$ cat config.mk
export PLATFORM = sky130hd
export DESIGN_NAME = exec_top
export DESIGN_NICKNAME = d
export VERILOG_FILES = /design/src/logic/exec_pkg.sv /design/src/logic/exec_alu.sv /design/src/logic/exec_multiply.sv /design/src/logic/exec_divide.sv /design/src/logic/exec_stage.sv /design/src/logic/exec_csr_file.sv /design/src/logic/exec_top.sv
export VERILOG_INCLUDE_DIRS = /design/src /design/src/logic
export SDC_FILE = /design/constraint.sdc
export NUM_CORES = 2
export LEC_CHECK = 0
export BUFFER_PORTS_ARGS = -buffer_cell sky130_fd_sc_hd__buf_2
export CAP_MARGIN = 20
export CORE_MARGIN = 10
export CORE_UTILIZATION = 30
export DETAILED_ROUTE_END_ITERATION = 10
export PLACE_DENSITY = 0.5
export SLEW_MARGIN = 20
export SYNTH_ARGS = -nofsm -noshare
export SYNTH_HDL_FRONTEND = slang
export SYNTH_HIERARCHICAL = 1
export SYNTH_SLANG_ARGS = --single-unit
$ cat constraint.sdc
create_clock -name i_clock -period 18.19 [get_ports i_clock]
set_input_delay 3.638 -clock i_clock [delete_from_list [all_inputs] [get_ports i_clock]]
set_output_delay 3.638 -clock i_clock [all_outputs]
set_load 0.005 [all_outputs]
$ cat src/logic/exec_defines.svh
`ifndef EXEC_DEFINES_SVH
`define EXEC_DEFINES_SVH

// ============================================================
// datapath sizes
// ============================================================

`define EXEC_XLEN 32
`define EXEC_TAG_W 4

// one restoring step per quotient bit
`define EXEC_DIV_STEPS 32

// jump target register value out of reset
`define EXEC_RESET_PC 32'h0000_0000

// ============================================================
// machine csr addresses
// ============================================================

`define EXEC_CSR_MTVEC 12'h305
`define EXEC_CSR_MSCRATCH 12'h340
`define EXEC_CSR_MEPC 12'h341

`endif

$ cat src/logic/exec_pkg.sv
`include "exec_defines.svh"

package exec_pkg;

	typedef logic [`EXEC_TAG_W-1:0] tag_t;
	typedef logic [`EXEC_XLEN-1:0] word_t;
	typedef logic [4:0] reg_index_t;

	// nine classes, so the field needs four bits
	typedef enum logic [3:0] {
		CLASS_ARITHMETIC,
		CLASS_SHIFT,
		CLASS_COMPARE,
		CLASS_JUMP,
		CLASS_BRANCH,
		CLASS_LOAD,
		CLASS_STORE,
		CLASS_COMPLEX,
		CLASS_INVALID
	} exec_class_t;

	typedef enum logic [3:0] {
		ALU_ADD, ALU_SUB, ALU_AND, ALU_OR, ALU_XOR,
		ALU_SLL, ALU_SRL, ALU_SRA,
		ALU_EQ, ALU_NE, ALU_LT, ALU_GE, ALU_LTU, ALU_GEU
	} alu_op_t;

	typedef enum logic [2:0] {
		SEL_ZERO, SEL_RS1, SEL_RS2, SEL_PC, SEL_IMM
	} operand_sel_t;

	typedef enum logic [3:0] {
		OP_MUL, OP_MULH, OP_MULHU,
		OP_DIV, OP_DIVU, OP_REM, OP_REMU,
		OP_CSRRW, OP_CSRRS,
		OP_ECALL, OP_MRET
	} complex_op_t;

	// immediate word, csr ops read only the low twelve bits as an index
	typedef union packed {
		word_t full;
		struct packed {
			logic [19:0] unused;
			logic [11:0] index;
		} csr;
	} imm_word_u;

	typedef struct packed {
		tag_t tag;
		word_t pc;
		imm_word_u imm;
		exec_class_t inst_class;
		alu_op_t alu_op;
		operand_sel_t operand1;
		operand_sel_t operand2;
		complex_op_t complex_op;
		reg_index_t rd_index;
		logic [1:0] mem_width;
		logic mem_signed;
	} decode_data_t;

	typedef struct packed {
		tag_t tag;
		word_t rd_value;
		reg_index_t rd_index;
		logic mem_read;
		logic mem_write;
		logic [1:0] mem_width;
		logic mem_signed;
		word_t mem_address;
		reg_index_t mem_rd_index;
	} execute_data_t;

	typedef struct packed {
		logic [11:0] index;
		logic write_enable;
		word_t write_data;
	} csr_req_t;

endpackage

$ cat src/logic/exec_alu.sv
`timescale 1ns/1ps

`include "exec_defines.svh"

module exec_alu (
	input exec_pkg::alu_op_t i_op,
	input logic [`EXEC_XLEN-1:0] i_op1,
	input logic [`EXEC_XLEN-1:0] i_op2,
	output logic [`EXEC_XLEN-1:0] o_result,
	output logic [`EXEC_XLEN-1:0] o_shift_result,
	output logic [`EXEC_XLEN-1:0] o_signed_sum_result,
	output logic o_compare_result
);
	import exec_pkg::*;

	localparam int SHAMT_W = $clog2(`EXEC_XLEN);

	logic [SHAMT_W-1:0] shift_amount;
	logic signed_less;
	logic unsigned_less;

	assign shift_amount = i_op2[SHAMT_W-1:0];
	assign signed_less = $signed(i_op1) < $signed(i_op2);
	assign unsigned_less = i_op1 < i_op2;

	// address adder, also feeds jalr targets
	assign o_signed_sum_result = i_op1 + i_op2;

	always_comb begin
		case (i_op)
			ALU_SUB: o_result = i_op1 - i_op2;
			ALU_AND: o_result = i_op1 & i_op2;
			ALU_OR: o_result = i_op1 | i_op2;
			ALU_XOR: o_result = i_op1 ^ i_op2;
			default: o_result = o_signed_sum_result;
		endcase
	end

	always_comb begin
		case (i_op)
			ALU_SRL: o_shift_result = i_op1 >> shift_amount;
			// sign fill from bit 31
			ALU_SRA: o_shift_result = $signed(i_op1) >>> shift_amount;
			default: o_shift_result = i_op1 << shift_amount;
		endcase
	end

	always_comb begin
		case (i_op)
			ALU_EQ: o_compare_result = (i_op1 == i_op2);
			ALU_NE: o_compare_result = (i_op1 != i_op2);
			ALU_LT: o_compare_result = signed_less;
			ALU_GE: o_compare_result = !signed_less;
			ALU_LTU: o_compare_result = unsigned_less;
			ALU_GEU: o_compare_result = !unsigned_less;
			default: o_compare_result = 1'b0;
		endcase
	end

endmodule

$ cat src/logic/exec_multiply.sv
`timescale 1ns/1ps

`include "exec_defines.svh"

module exec_multiply (
	input logic i_clock,
	input logic i_reset,
	input logic i_valid,
	input logic i_signed_a,
	input logic i_signed_b,
	input logic [`EXEC_XLEN-1:0] i_op1,
	input logic [`EXEC_XLEN-1:0] i_op2,
	output logic o_valid,
	output logic [2*`EXEC_XLEN-1:0] o_product
);

	// one extra bit lets a single signed multiplier cover both forms
	logic signed [`EXEC_XLEN:0] operand_a;
	logic signed [`EXEC_XLEN:0] operand_b;
	logic signed [2*`EXEC_XLEN-1:0] product;
	logic stage1_valid;

	always_ff @(posedge i_clock) begin
		if (i_reset) begin
			stage1_valid <= 1'b0;
			o_valid <= 1'b0;
		end else begin
			stage1_valid <= i_valid;
			o_valid <= stage1_valid;
		end
	end

	// stage 1 captures operands, stage 2 the low 64 product bits
	always_ff @(posedge i_clock) begin
		if (i_valid) begin
			operand_a <= {i_signed_a & i_op1[`EXEC_XLEN-1], i_op1};
			operand_b <= {i_signed_b & i_op2[`EXEC_XLEN-1], i_op2};
		end
		if (stage1_valid) begin
			product <= operand_a * operand_b;
		end
	end

	assign o_product = product;

endmodule

$ cat src/logic/exec_divide.sv
`timescale 1ns/1ps

`include "exec_defines.svh"

module exec_divide (
	input logic i_clock,
	input logic i_reset,
	input logic i_start,
	input logic i_hold,
	input logic i_signed,
	input logic [`EXEC_XLEN-1:0] i_numerator,
	input logic [`EXEC_XLEN-1:0] i_denominator,
	output logic o_done,
	output logic [`EXEC_XLEN-1:0] o_quotient,
	output logic [`EXEC_XLEN-1:0] o_remainder
);

	localparam int COUNT_W = $clog2(`EXEC_DIV_STEPS + 1);

	logic running;
	logic [COUNT_W-1:0] steps_left;
	logic num_negative;
	logic den_negative;
	logic [`EXEC_XLEN-1:0] num_abs;
	logic [`EXEC_XLEN-1:0] den_abs;

	// datapath registers
	logic [`EXEC_XLEN-1:0] numerator;
	logic [`EXEC_XLEN-1:0] divisor;
	logic [`EXEC_XLEN-1:0] quotient;
	logic [`EXEC_XLEN-1:0] remainder;
	logic negate_quotient;
	logic negate_remainder;
	logic divide_by_zero;

	logic [`EXEC_XLEN:0] shifted;
	logic [`EXEC_XLEN+1:0] trial;

	assign num_negative = i_signed && i_numerator[`EXEC_XLEN-1];
	assign den_negative = i_signed && i_denominator[`EXEC_XLEN-1];
	assign num_abs = num_negative ? -i_numerator : i_numerator;
	assign den_abs = den_negative ? -i_denominator : i_denominator;

	// quotient register doubles as the numerator shift register
	assign shifted = {remainder, quotient[`EXEC_XLEN-1]};
	assign trial = {1'b0, shifted} - {2'b00, divisor};

	always_ff @(posedge i_clock) begin
		if (i_reset) begin
			running <= 1'b0;
			o_done <= 1'b0;
			steps_left <= '0;
		end else if (i_start) begin
			running <= 1'b1;
			o_done <= 1'b0;
			steps_left <= COUNT_W'(`EXEC_DIV_STEPS);
		end else if (running && !i_hold) begin
			steps_left <= steps_left - 1'b1;
			if (steps_left == COUNT_W'(1)) begin
				running <= 1'b0;
				o_done <= 1'b1;
			end
		end
	end

	always_ff @(posedge i_clock) begin
		if (i_start) begin
			numerator <= i_numerator;
			divisor <= den_abs;
			quotient <= num_abs;
			remainder <= '0;
			negate_quotient <= num_negative ^ den_negative;
			negate_remainder <= num_negative;
			divide_by_zero <= (i_denominator == '0);
		end else if (running && !i_hold) begin
			// borrow out of the trial subtract means restore
			if (trial[`EXEC_XLEN+1]) begin
				remainder <= shifted[`EXEC_XLEN-1:0];
				quotient <= {quotient[`EXEC_XLEN-2:0], 1'b0};
			end else begin
				remainder <= trial[`EXEC_XLEN-1:0];
				quotient <= {quotient[`EXEC_XLEN-2:0], 1'b1};
			end
		end
	end

	// min / -1 already yields min with remainder 0 through the unsigned core
	assign o_quotient = divide_by_zero ? '1 : (negate_quotient ? -quotient : quotient);
	assign o_remainder = divide_by_zero ? numerator : (negate_remainder ? -remainder : remainder);

	// the stage must wait for o_done before issuing the next division
	a_no_restart: assert property (@(posedge i_clock) disable iff (i_reset)
		i_start |-> !running);

endmodule

$ cat src/logic/exec_stage.sv
`timescale 1ns/1ps

`include "exec_defines.svh"

module exec_stage (
	input logic i_clock,
	input logic i_reset,
	input exec_pkg::decode_data_t i_data,
	input logic [`EXEC_XLEN-1:0] i_rs1,
	input logic [`EXEC_XLEN-1:0] i_rs2,
	input logic i_memory_busy,
	input logic [`EXEC_XLEN-1:0] i_csr_rdata,
	input logic [`EXEC_XLEN-1:0] i_epc,
	input logic [`EXEC_XLEN-1:0] i_mtvec,
	output logic o_busy,
	output exec_pkg::execute_data_t o_data,
	output exec_pkg::csr_req_t o_csr_req,
	output logic o_jump,
	output logic [`EXEC_XLEN-1:0] o_jump_pc,
	output logic o_ecall,
	output logic o_fault
);
	import exec_pkg::*;

	function automatic logic [`EXEC_XLEN-1:0] select_operand(
		input operand_sel_t sel,
		input logic [`EXEC_XLEN-1:0] rs1,
		input logic [`EXEC_XLEN-1:0] rs2,
		input logic [`EXEC_XLEN-1:0] pc,
		input logic [`EXEC_XLEN-1:0] imm
	);
		case (sel)
			SEL_ZERO: return '0;
			SEL_RS1: return rs1;
			SEL_RS2: return rs2;
			SEL_PC: return pc;
			SEL_IMM: return imm;
			default: return '0;
		endcase
	endfunction

	logic pending;
	logic run;
	logic is_complex;
	logic is_load;
	logic [1:0] cycle;
	logic [`EXEC_XLEN-1:0] operand1;
	logic [`EXEC_XLEN-1:0] operand2;
	logic [`EXEC_XLEN-1:0] pc_plus_4;
	logic [`EXEC_XLEN-1:0] branch_target;

	logic [`EXEC_XLEN-1:0] alu_result;
	logic [`EXEC_XLEN-1:0] alu_shift_result;
	logic [`EXEC_XLEN-1:0] alu_signed_sum_result;
	logic alu_compare_result;

	logic is_mul;
	logic is_div;
	logic mul_valid;
	logic [2*`EXEC_XLEN-1:0] product;
	logic div_done;
	logic [`EXEC_XLEN-1:0] quotient;
	logic [`EXEC_XLEN-1:0] remainder;

	// what the current instruction would retire with this cycle
	logic complete;
	logic [`EXEC_XLEN-1:0] next_rd_value;
	logic take_jump;
	logic [`EXEC_XLEN-1:0] next_jump_pc;
	logic raise_ecall;
	logic raise_fault;
	logic csr_write;

	assign pending = (i_data.tag != o_data.tag);
	assign run = pending && !i_memory_busy;
	assign is_complex = (i_data.inst_class == CLASS_COMPLEX);
	assign is_load = (i_data.inst_class == CLASS_LOAD);
	assign o_busy = i_memory_busy || (pending && is_complex);

	assign operand1 = select_operand(i_data.operand1, i_rs1, i_rs2, i_data.pc, i_data.imm.full);
	assign operand2 = select_operand(i_data.operand2, i_rs1, i_rs2, i_data.pc, i_data.imm.full);
	assign pc_plus_4 = i_data.pc + 4;
	assign branch_target = i_data.pc + i_data.imm.full;

	// ============================================================
	// functional units
	// ============================================================

	exec_alu alu_i (
		.i_op(i_data.alu_op),
		.i_op1(operand1),
		.i_op2(operand2),
		.o_result(alu_result),
		.o_shift_result(alu_shift_result),
		.o_signed_sum_result(alu_signed_sum_result),
		.o_compare_result(alu_compare_result)
	);

	assign is_mul = is_complex && (i_data.complex_op inside {OP_MUL, OP_MULH, OP_MULHU});
	assign is_div = is_complex && (i_data.complex_op inside {OP_DIV, OP_DIVU, OP_REM, OP_REMU});

	// operands re-issued every running cycle, a stall cannot lose the product
	exec_multiply multiply_i (
		.i_clock(i_clock),
		.i_reset(i_reset),
		.i_valid(run && is_mul),
		.i_signed_a(i_data.complex_op == OP_MULH),
		.i_signed_b(i_data.complex_op == OP_MULH),
		.i_op1(i_rs1),
		.i_op2(i_rs2),
		.o_valid(mul_valid),
		.o_product(product)
	);

	exec_divide divide_i (
		.i_clock(i_clock),
		.i_reset(i_reset),
		.i_start(run && is_div && (cycle == 2'd0)),
		.i_hold(i_memory_busy),
		.i_signed(i_data.complex_op inside {OP_DIV, OP_REM}),
		.i_numerator(i_rs1),
		.i_denominator(i_rs2),
		.o_done(div_done),
		.o_quotient(quotient),
		.o_remainder(remainder)
	);

	// ============================================================
	// class dispatch
	// ============================================================

	always_comb begin
		complete = 1'b1;
		next_rd_value = '0;
		take_jump = 1'b0;
		next_jump_pc = pc_plus_4;
		raise_ecall = 1'b0;
		raise_fault = 1'b0;
		csr_write = 1'b0;
		case (i_data.inst_class)
			CLASS_ARITHMETIC: next_rd_value = alu_result;
			CLASS_SHIFT: next_rd_value = alu_shift_result;
			CLASS_COMPARE: next_rd_value = {{(`EXEC_XLEN-1){1'b0}}, alu_compare_result};
			CLASS_JUMP: begin
				next_rd_value = pc_plus_4;
				take_jump = 1'b1;
				next_jump_pc = {alu_signed_sum_result[`EXEC_XLEN-1:1], 1'b0};
			end
			CLASS_BRANCH: begin
				take_jump = 1'b1;
				next_jump_pc = alu_compare_result ? branch_target : pc_plus_4;
			end
			CLASS_LOAD: next_rd_value = '0;
			// store data rides in the rd value
			CLASS_STORE: next_rd_value = i_rs2;
			CLASS_COMPLEX: begin
				case (i_data.complex_op)
					OP_MUL: begin
						complete = mul_valid && (cycle >= 2'd2);
						next_rd_value = product[`EXEC_XLEN-1:0];
					end
					OP_MULH, OP_MULHU: begin
						complete = mul_valid && (cycle >= 2'd2);
						next_rd_value = product[2*`EXEC_XLEN-1:`EXEC_XLEN];
					end
					OP_DIV, OP_DIVU: begin
						complete = div_done && (cycle != 2'd0);
						next_rd_value = quotient;
					end
					OP_REM, OP_REMU: begin
						complete = div_done && (cycle != 2'd0);
						next_rd_value = remainder;
					end
					OP_CSRRW, OP_CSRRS: begin
						next_rd_value = i_csr_rdata;
						csr_write = 1'b1;
					end
					OP_ECALL: begin
						take_jump = 1'b1;
						next_jump_pc = i_mtvec;
						raise_ecall = 1'b1;
					end
					OP_MRET: begin
						take_jump = 1'b1;
						next_jump_pc = i_epc;
					end
					default: begin
						complete = 1'b0;
						raise_fault = 1'b1;
					end
				endcase
			end
			default: begin
				complete = 1'b0;
				raise_fault = 1'b1;
			end
		endcase
	end

	// write lands on the completing edge
	always_comb begin
		o_csr_req.index = i_data.imm.csr.index;
		o_csr_req.write_enable = run && csr_write;
		o_csr_req.write_data = (i_data.complex_op == OP_CSRRS) ? (i_csr_rdata | i_rs1) : i_rs1;
	end

	always_ff @(posedge i_clock) begin
		if (i_reset) begin
			o_data <= '0;
			cycle <= 2'd0;
			o_jump <= 1'b0;
			o_jump_pc <= `EXEC_RESET_PC;
			o_ecall <= 1'b0;
			o_fault <= 1'b0;
		end else begin
			o_jump <= 1'b0;
			o_ecall <= 1'b0;
			if (run) begin
				if (raise_fault) begin
					o_fault <= 1'b1;
				end
				if (complete) begin
					cycle <= 2'd0;
					o_data.tag <= i_data.tag;
					o_data.rd_value <= next_rd_value;
					// loads write back from the memory stage
					o_data.rd_index <= is_load ? '0 : i_data.rd_index;
					o_data.mem_read <= is_load;
					o_data.mem_write <= (i_data.inst_class == CLASS_STORE);
					o_data.mem_width <= i_data.mem_width;
					o_data.mem_signed <= i_data.mem_signed;
					o_data.mem_address <= alu_signed_sum_result;
					o_data.mem_rd_index <= i_data.rd_index;
					o_jump <= take_jump;
					o_ecall <= raise_ecall;
					if (take_jump) begin
						o_jump_pc <= next_jump_pc;
					end
				end else if (cycle != 2'd3) begin
					cycle <= cycle + 2'd1;
				end
			end
		end
	end

	// a faulted stage never retires, so it can never redirect
	a_jump_not_fault: assert property (@(posedge i_clock) disable iff (i_reset)
		!(o_jump && o_fault));

	a_tag_needs_memory: assert property (@(posedge i_clock) disable iff (i_reset)
		$changed(o_data.tag) |-> !$past(i_memory_busy));

endmodule

$ cat src/logic/exec_csr_file.sv
`timescale 1ns/1ps

`include "exec_defines.svh"

module exec_csr_file (
	input logic i_clock,
	input logic i_reset,
	input exec_pkg::csr_req_t i_req,
	output logic [`EXEC_XLEN-1:0] o_rdata,
	output logic [`EXEC_XLEN-1:0] o_epc,
	output logic [`EXEC_XLEN-1:0] o_mtvec
);

	logic [`EXEC_XLEN-1:0] mscratch;
	logic [`EXEC_XLEN-1:0] mtvec;
	logic [`EXEC_XLEN-1:0] mepc;

	// unimplemented indices read as zero
	always_comb begin
		case (i_req.index)
			`EXEC_CSR_MSCRATCH: o_rdata = mscratch;
			`EXEC_CSR_MTVEC: o_rdata = mtvec;
			`EXEC_CSR_MEPC: o_rdata = mepc;
			default: o_rdata = '0;
		endcase
	end

	always_ff @(posedge i_clock) begin
		if (i_reset) begin
			mscratch <= '0;
			mtvec <= '0;
			mepc <= '0;
		end else if (i_req.write_enable) begin
			case (i_req.index)
				`EXEC_CSR_MSCRATCH: mscratch <= i_req.write_data;
				`EXEC_CSR_MTVEC: mtvec <= i_req.write_data;
				`EXEC_CSR_MEPC: mepc <= i_req.write_data;
				default: ;
			endcase
		end
	end

	assign o_epc = mepc;
	assign o_mtvec = mtvec;

endmodule

$ cat src/logic/exec_top.sv
`timescale 1ns/1ps

`include "exec_defines.svh"

module exec_top (
	input logic i_clock,
	input logic i_reset,
	input exec_pkg::decode_data_t i_data,
	input logic [`EXEC_XLEN-1:0] i_rs1,
	input logic [`EXEC_XLEN-1:0] i_rs2,
	input logic i_memory_busy,
	output logic o_busy,
	output exec_pkg::execute_data_t o_data,
	output logic o_jump,
	output logic [`EXEC_XLEN-1:0] o_jump_pc,
	output logic o_ecall,
	output logic o_fault
);

	exec_pkg::csr_req_t csr_req;
	logic [`EXEC_XLEN-1:0] csr_rdata;
	logic [`EXEC_XLEN-1:0] epc;
	logic [`EXEC_XLEN-1:0] mtvec;

	exec_stage exec_stage_i (
		.i_clock(i_clock),
		.i_reset(i_reset),
		.i_data(i_data),
		.i_rs1(i_rs1),
		.i_rs2(i_rs2),
		.i_memory_busy(i_memory_busy),
		.i_csr_rdata(csr_rdata),
		.i_epc(epc),
		.i_mtvec(mtvec),
		.o_busy(o_busy),
		.o_data(o_data),
		.o_csr_req(csr_req),
		.o_jump(o_jump),
		.o_jump_pc(o_jump_pc),
		.o_ecall(o_ecall),
		.o_fault(o_fault)
	);

	exec_csr_file exec_csr_file_i (
		.i_clock(i_clock),
		.i_reset(i_reset),
		.i_req(csr_req),
		.o_rdata(csr_rdata),
		.o_epc(epc),
		.o_mtvec(mtvec)
	);

endmodule

* Word-level counts from Yosys, hierarchy flattened *
Index checks and enable logic that the tools add are counted.

operators by class
  $add $sub $neg = 11
  multiply operators = 1
  div/mod/pow operators = 0
  order comparisons = 3
  eq/ne operators = 45
  shifts and indexed selects = 3
  muxes and demuxes = 39
  bitwise gates (word level) = 10
  reduce and logical (&&, ||, !) cells = 51

operators with widths
  operator                                         number
  case mux 32 bit (4 select lines)                 3
  two-way mux 32 bit                               11
  case mux 32 bit (3 select lines)                 2
  case mux 32 bit (6 select lines)                 1
  case mux 32 bit (5 select lines)                 1
  negator 32 bit                                   4
  case mux 32 bit (2 select lines)                 2
  adder 32 bit                                     2
  < comparator 32 bit                              2
  multiplier 33 x 33 -> 64 bit                     1
  OR 32 bit                                        2
  == test 4 x 3 -> 1 bit, second input constant    11
  == test 12 x 10 -> 1 bit, second input constant  3
  == test 4 bit, second input constant             9
  subtractor 33 x 32 -> 34 bit                     1
  adder 32 x 3 -> 32 bit, second input constant    1
  bitwise AND 32 bit                               1
  == test 32 bit                                   1
  logical NOT 32 bit                               1
  != test 32 bit                                   1
  left shift 32 x 5 -> 32 bit                      1
  >> shifter 32 x 5 -> 32 bit                      1
  >>> shifter 32 x 5 -> 32 bit                     1
  subtractor 32 bit                                1
  other kinds (37)                                 99

word-level totals
  register bits after elaboration = 487
  bits in latches = 0
  RAM bits = 0
  memory bits (read-only) = 0
  word-level logic and storage cells = 196
  memories kept = 0

* Depth between registers and ports, before layout *
  depth after elaboration = 7
  depth in mapped cells = 29

* Modules after synthesis *
Netlist, hierarchy kept.

by module, submodules not included
  module         times used  cells each  area an instance (sq um)
  exec_multiply  1           4256        42167.9
  exec_stage     1           1563        11011.8
  exec_divide    1           1139        9768.1
  exec_alu       1           1328        8546.9
  exec_csr_file  1           537         5054.8

* Worst setup path after synthesis *
No wires, ideal clock.

  path type = input-to-reg
  start point = input i_data[12] (netlist bit)
  end point = register exec_stage_i.o_jump_pc[7]
  data arrival time = 8.412 ns
  required time = 18.058 ns
  path slack = 9.646 ns
  stages = 24
  path buffers = 6
  path through = nor3b_1 clkbuf_1 a22oi_1 nand2_1 clkbuf_1 clkinv_1 clkbuf_1 buf_2 ha_1 or4_1 nor3_1 nand4_1 xor2_1 o21ai_0 nand3b_1 nand3b_1 clkbuf_1 inv_1 nand2_1 o21a_1 clkbuf_1 o22ai_1 a2111oi_0 nor3_1

on the way
  cells in the longest elaborated chain, start to end = 7

RTL lines
  item                                           line                            text
  from (decl)                                    exec_top.sv:8                   input exec_pkg::decode_data_t i_data,
  == test 3 bit, or another cell as far along    exec_stage.sv:32                case (sel)
  case mux 32 bit (4 select lines) (*)           exec_stage.sv:32
  named net exec_stage_i.operand2[2]             exec_stage.sv:48                logic [`EXEC_XLEN-1:0] operand2;
  < comparator 32 bit, on equally long branches  exec_alu.sv:24, exec_alu.sv:23
  logical NOT 1 bit, on equally long branches    exec_alu.sv:55, exec_alu.sv:53
  case mux 1 bit (6 select lines) (*)            exec_alu.sv:49                  case (i_op)
  named net exec_stage_i.alu_compare_result      exec_stage.sv:55                logic alu_compare_result;
  two-way mux 32 bit (*)                         exec_stage.sv:151               next_jump_pc = alu_compare_result ? branch_target : pc_plus_4;
  case mux 32 bit (3 select lines) (*)           exec_stage.sv:140               case (i_data.inst_class)
  to (signal assigned)                           exec_stage.sv:212               o_jump_pc <= `EXEC_RESET_PC;
  to (signal assigned)                           exec_stage.sv:237               o_jump_pc <= next_jump_pc;
  to (decl)                                      exec_stage.sv:19                output logic [`EXEC_XLEN-1:0] o_jump_pc,

Mark *: on every way through the listed nets, which the timed path passes. The rest lies on a longest branch.
A chain may end at the register's enable or synchronous reset.

* Worst setup path in the final report *
  start point = input i_data[14] (netlist bit)
  end point = register exec_stage_i.o_jump_pc[5]

The elaborated chain is that of the path after synthesis.

==> flow_summary_export.csv <==
group,metric,value,unit
outcome,outcome,"complete, no violations",
logic_synthesis,yosysMostFrequentCell,"inv_1",
clocking,cts_htree_levels,2,
timing,timing.setup.tns,0,ns
critical_path,startpoint,"i_data[14]",
clocking,cts_hold_buf,0,
worst_hold_path,min_path_type,"reg -> reg",
clocking,clockBufferDepth,3,
grt,grt_pass1_wl,503300,um
timing,final.period_utilization,55.66,%
critical_path,cp.arrival,10.67,ns
routing,viasPerCell,5.510,
critical_path,critPathKind,"in -> reg",
die,fp-row-count,185,
timing,fin_crit,10.12,ns
run,max-cap-violations,0,
clocking,numCtsBuffers,60,
logic_synthesis,syn-num-nets,10500,
clocking,clk-insertion-delay-late,0.72,ns
grt,grt_overflow,0,
critical_path,path_cells,"buf_2, and3b_1, buf_4, a22oi_1, nand2_1, buf_4, inv_1, ha_1, inv_1, nand3_1, o211ai_1, nand2_1, a32oi_1, a21oi_1, a21oi_1, nand3b_1, inv_1, nand2_1, o21a_1, nand2_1, a222oi_1, a211oi_1",
die,fp.dieH,525.1,um
critical_path,slowest_delay,0.84,ns
logic_synthesis,synthTopCellsByCount,"1258 x inv_1, 1129 x fa_1, 1083 x nand2_1",
worst_hold_path,holdCritStartpoint,"exec_stage_i/o_data[43]",
critical_path,required,18.74,ns
clocking,cts_tree,"built",
routing,dr.first_iter.drc_count,7401,
clocking,postCtsSetupRepairBufs,0,
timing,worst_slew_pin_slew,1.390,ns
clocking,cts.reportedPaths.clkPinSlew,0.06,ns
place,hpwlAfterDp,268800,um
clocking,cts_resized,0,
timing,setup_viol,0,
logic_synthesis,synthXorXnorAreaFrac,3.421,%
logic_synthesis,yosysWarnings,6,
power_and_ir_drop,peakVddDrop,70.74,uV
grt,grt_pass1_vias,67870,
grt,gr-usage-all-layers,24.72,%
place,placed_area,81400,sq um
logic_synthesis,synthFlopType,"dfxtp_1",
die,core,253900,sq um
layout,syn_to_final_growth,9.186,%
timing,maxSlewHeadroom,6.685,%
logic_synthesis,synth_edf_count,229,
routing,drcViolationCount,0,
logic_synthesis,synth_area_leaders,"fa_1 30%, edfxtp_1 9.0%, dfxtp_1 6.7%, ha_1 6.2%, inv_1 6.2%",
timing,timing.final.max_slew_violations,0,
logic_synthesis,synth_top_family_by_area,"adder cells",
logic_synthesis,synth_compound_area_share,15.16,%
critical_path,start_kind,"primary input",
critical_path,cp_max_fo,40,
logic_synthesis,async_flop_share,0,%
power_and_ir_drop,p_total,4.790,mW
power_and_ir_drop,p_per_area,57.31,nW/um^2
logic_synthesis,syn_inst,8823,
layout,final_layout_size_suffix_gt1_share,7.708,%
logic_synthesis,syn_area_per_cell,8.676,sq um
routing,wire_per_inst,28.75,um
routing,vias,67410,
die,dieWidth,525.1,um
logic_synthesis,ys_types,116,
timing,skew,0.06678,ns
logic_synthesis,netlist_area,76550,sq um
clocking,cts_root_buf,"clkbuf_16",
critical_path,r2r-start,"exec_stage_i/multiply_i/operand_a[32]",
place,port_buffers,279,
timing,rsz0062_at_grt,"false",
logic_synthesis,yosysTopAreaCellShare,29.53,%
critical_path,critPathSlowestCell,"o21a_1",
die,die_area,275800,sq um
die,boundaryPins,280,
critical_path,crit_path_frequent_cell,"nand2_1",
critical_path,cp-end-kind,"flip-flop",
logic_synthesis,synth_fa_ha_area_share,35.77,%
logic_synthesis,yosys.area.top_type,"fa_1",
grt,antenna_found_initial,60,
timing,fmax,98.77,MHz
routing,drtPass1Iterations,6,
routing,ant_nets,0,
logic_synthesis,synth_simple_gate_area_share,17.82,%
logic_synthesis,ys_seq_elements,487,
timing,hold_viol,0,
clocking,cts.sinks,487,
place,place.gp.congestion,0.9750,
grt,grt_max_degree,109,
logic_synthesis,synth_mux_area_share,2.922,%
logic_synthesis,ys_seq_area_share,15.73,%
routing,wl,351700,um
layout,nets,10440,
die,start_util,30.15,%
layout,fin_area,83580,sq um
power_and_ir_drop,power.leakage,37.52,nW
## flip-flops by register name, indices dropped and copies added (netlist names), 33 cells and up
register / flops
exec_stage_i/o_data: 83
exec_stage_i/multiply_i/o_product: 64
exec_stage_i/multiply_i/operand_a: 33
exec_stage_i/multiply_i/operand_b: 33
## cell families (layout without fill, tap and decap cells)
logic type | Yosys count | in the layout
xor gates and xnor gates | 299 | 299
other | 0 | 46
AOI/OAI and AO/OA | 1768 | 1768
muxes | 199 | 199
adders and majority gates | 1511 | 1511
and+or+nand+nor | 2731 | 2731
DFF | 487 | 487
buffers and inverters | 1828 | 1827
## area by class of cell
cell class                 instances  area (sq um)
multi-input combinational       6508         57780
tap                             3366          4212
antenna                           46         115.1
inverter                        1266          4752
sequential                       487         12040
clock buffer                      74          1584
fill                           26620        170300
timing repair buffer             448          2678
clock inverter                    39         422.9
## per-layer routing
layer	global-route usage (%)	vias up	share of wire (%)	routed length, um
met3	5.641	603	8.6	30320
met1	33.67	34960	43	151500
met4	9.240	14	4.4	15390
met2	38.16	2948	44	154400
li1	-	28880	-	-
met5	0	-	0.027	95
## worst max-delay path: cells and delay by family
family	cells	cell delay, ns
simple gates	7	1.64
buf+inv	6	1.78
fa+ha+maj	1	0.57
compound gates	8	2.97
## final timing paths
path,end,slack (ns),cells after the start
hold reg to reg,exec_stage_i/o_data[43],0.45,2
setup / recovery,exec_stage_i/o_jump_pc[5],8.07,22
hold / removal,exec_stage_i/o_data[43],0.45,2
setup reg to reg,exec_stage_i/multiply_i/o_product[62],8.56,24
## power breakdown
part,leakage (nW),internal (mW),switching (mW),total [mW]
Clock,0.964,0.718,0.545,1.26
Combinational,32.4,0.788,1.50,2.28
Sequential,4.16,1.22,0.0268,1.24
Total,37.5,2.72,2.07,4.79
## cell usage in the layout (no fill, tap or decap), drive strengths merged, types with 19 or more instances in the layout
cell type	netlist	routed
a22o	50	50
nand2	1083	1083
dfxtp	258	258
a221oi	30	30
nand2b	172	172
o211ai	55	55
xor2	131	131
nor4	33	33
a211oi	93	93
a22oi	235	235
nor2	376	376
o21a	23	23
and2	584	584
o31ai	43	43
o21bai	32	32
inv	1262	1267
mux2i	174	174
buf	75	447
xnor2	168	168
and3b	68	68
nor3b	20	20
ha	382	382
diode	0	46
fa	1129	1129
nor3	91	91
a21o	97	97
o21ai	381	381
nand4	34	34
o22ai	26	26
clkinv	4	26
a31oi	64	64
nand3	80	80
and3	36	36
a21oi	451	451
a211o	20	20
mux4	19	19
nor2b	58	58
edfxtp	229	229
or3	25	25
clkbuf	487	75
## stage by stage
stage,hold WS [ns],worst slack [ns],util (%),instances
6_report,0.4537,8.065,32.92,12230
5_1_grt,0.4655,7.800,32.89,12200
4_1_cts,0.4547,8.361,32.85,12190
3_5_place_dp,0.4457,7.642,32.06,12070
3_3_place_gp,0.4384,7.689,32.05,12070
2_1_floorplan,0.4255,9.646,-,8823
Note: power is estimated with default switching activity, not from simulation.
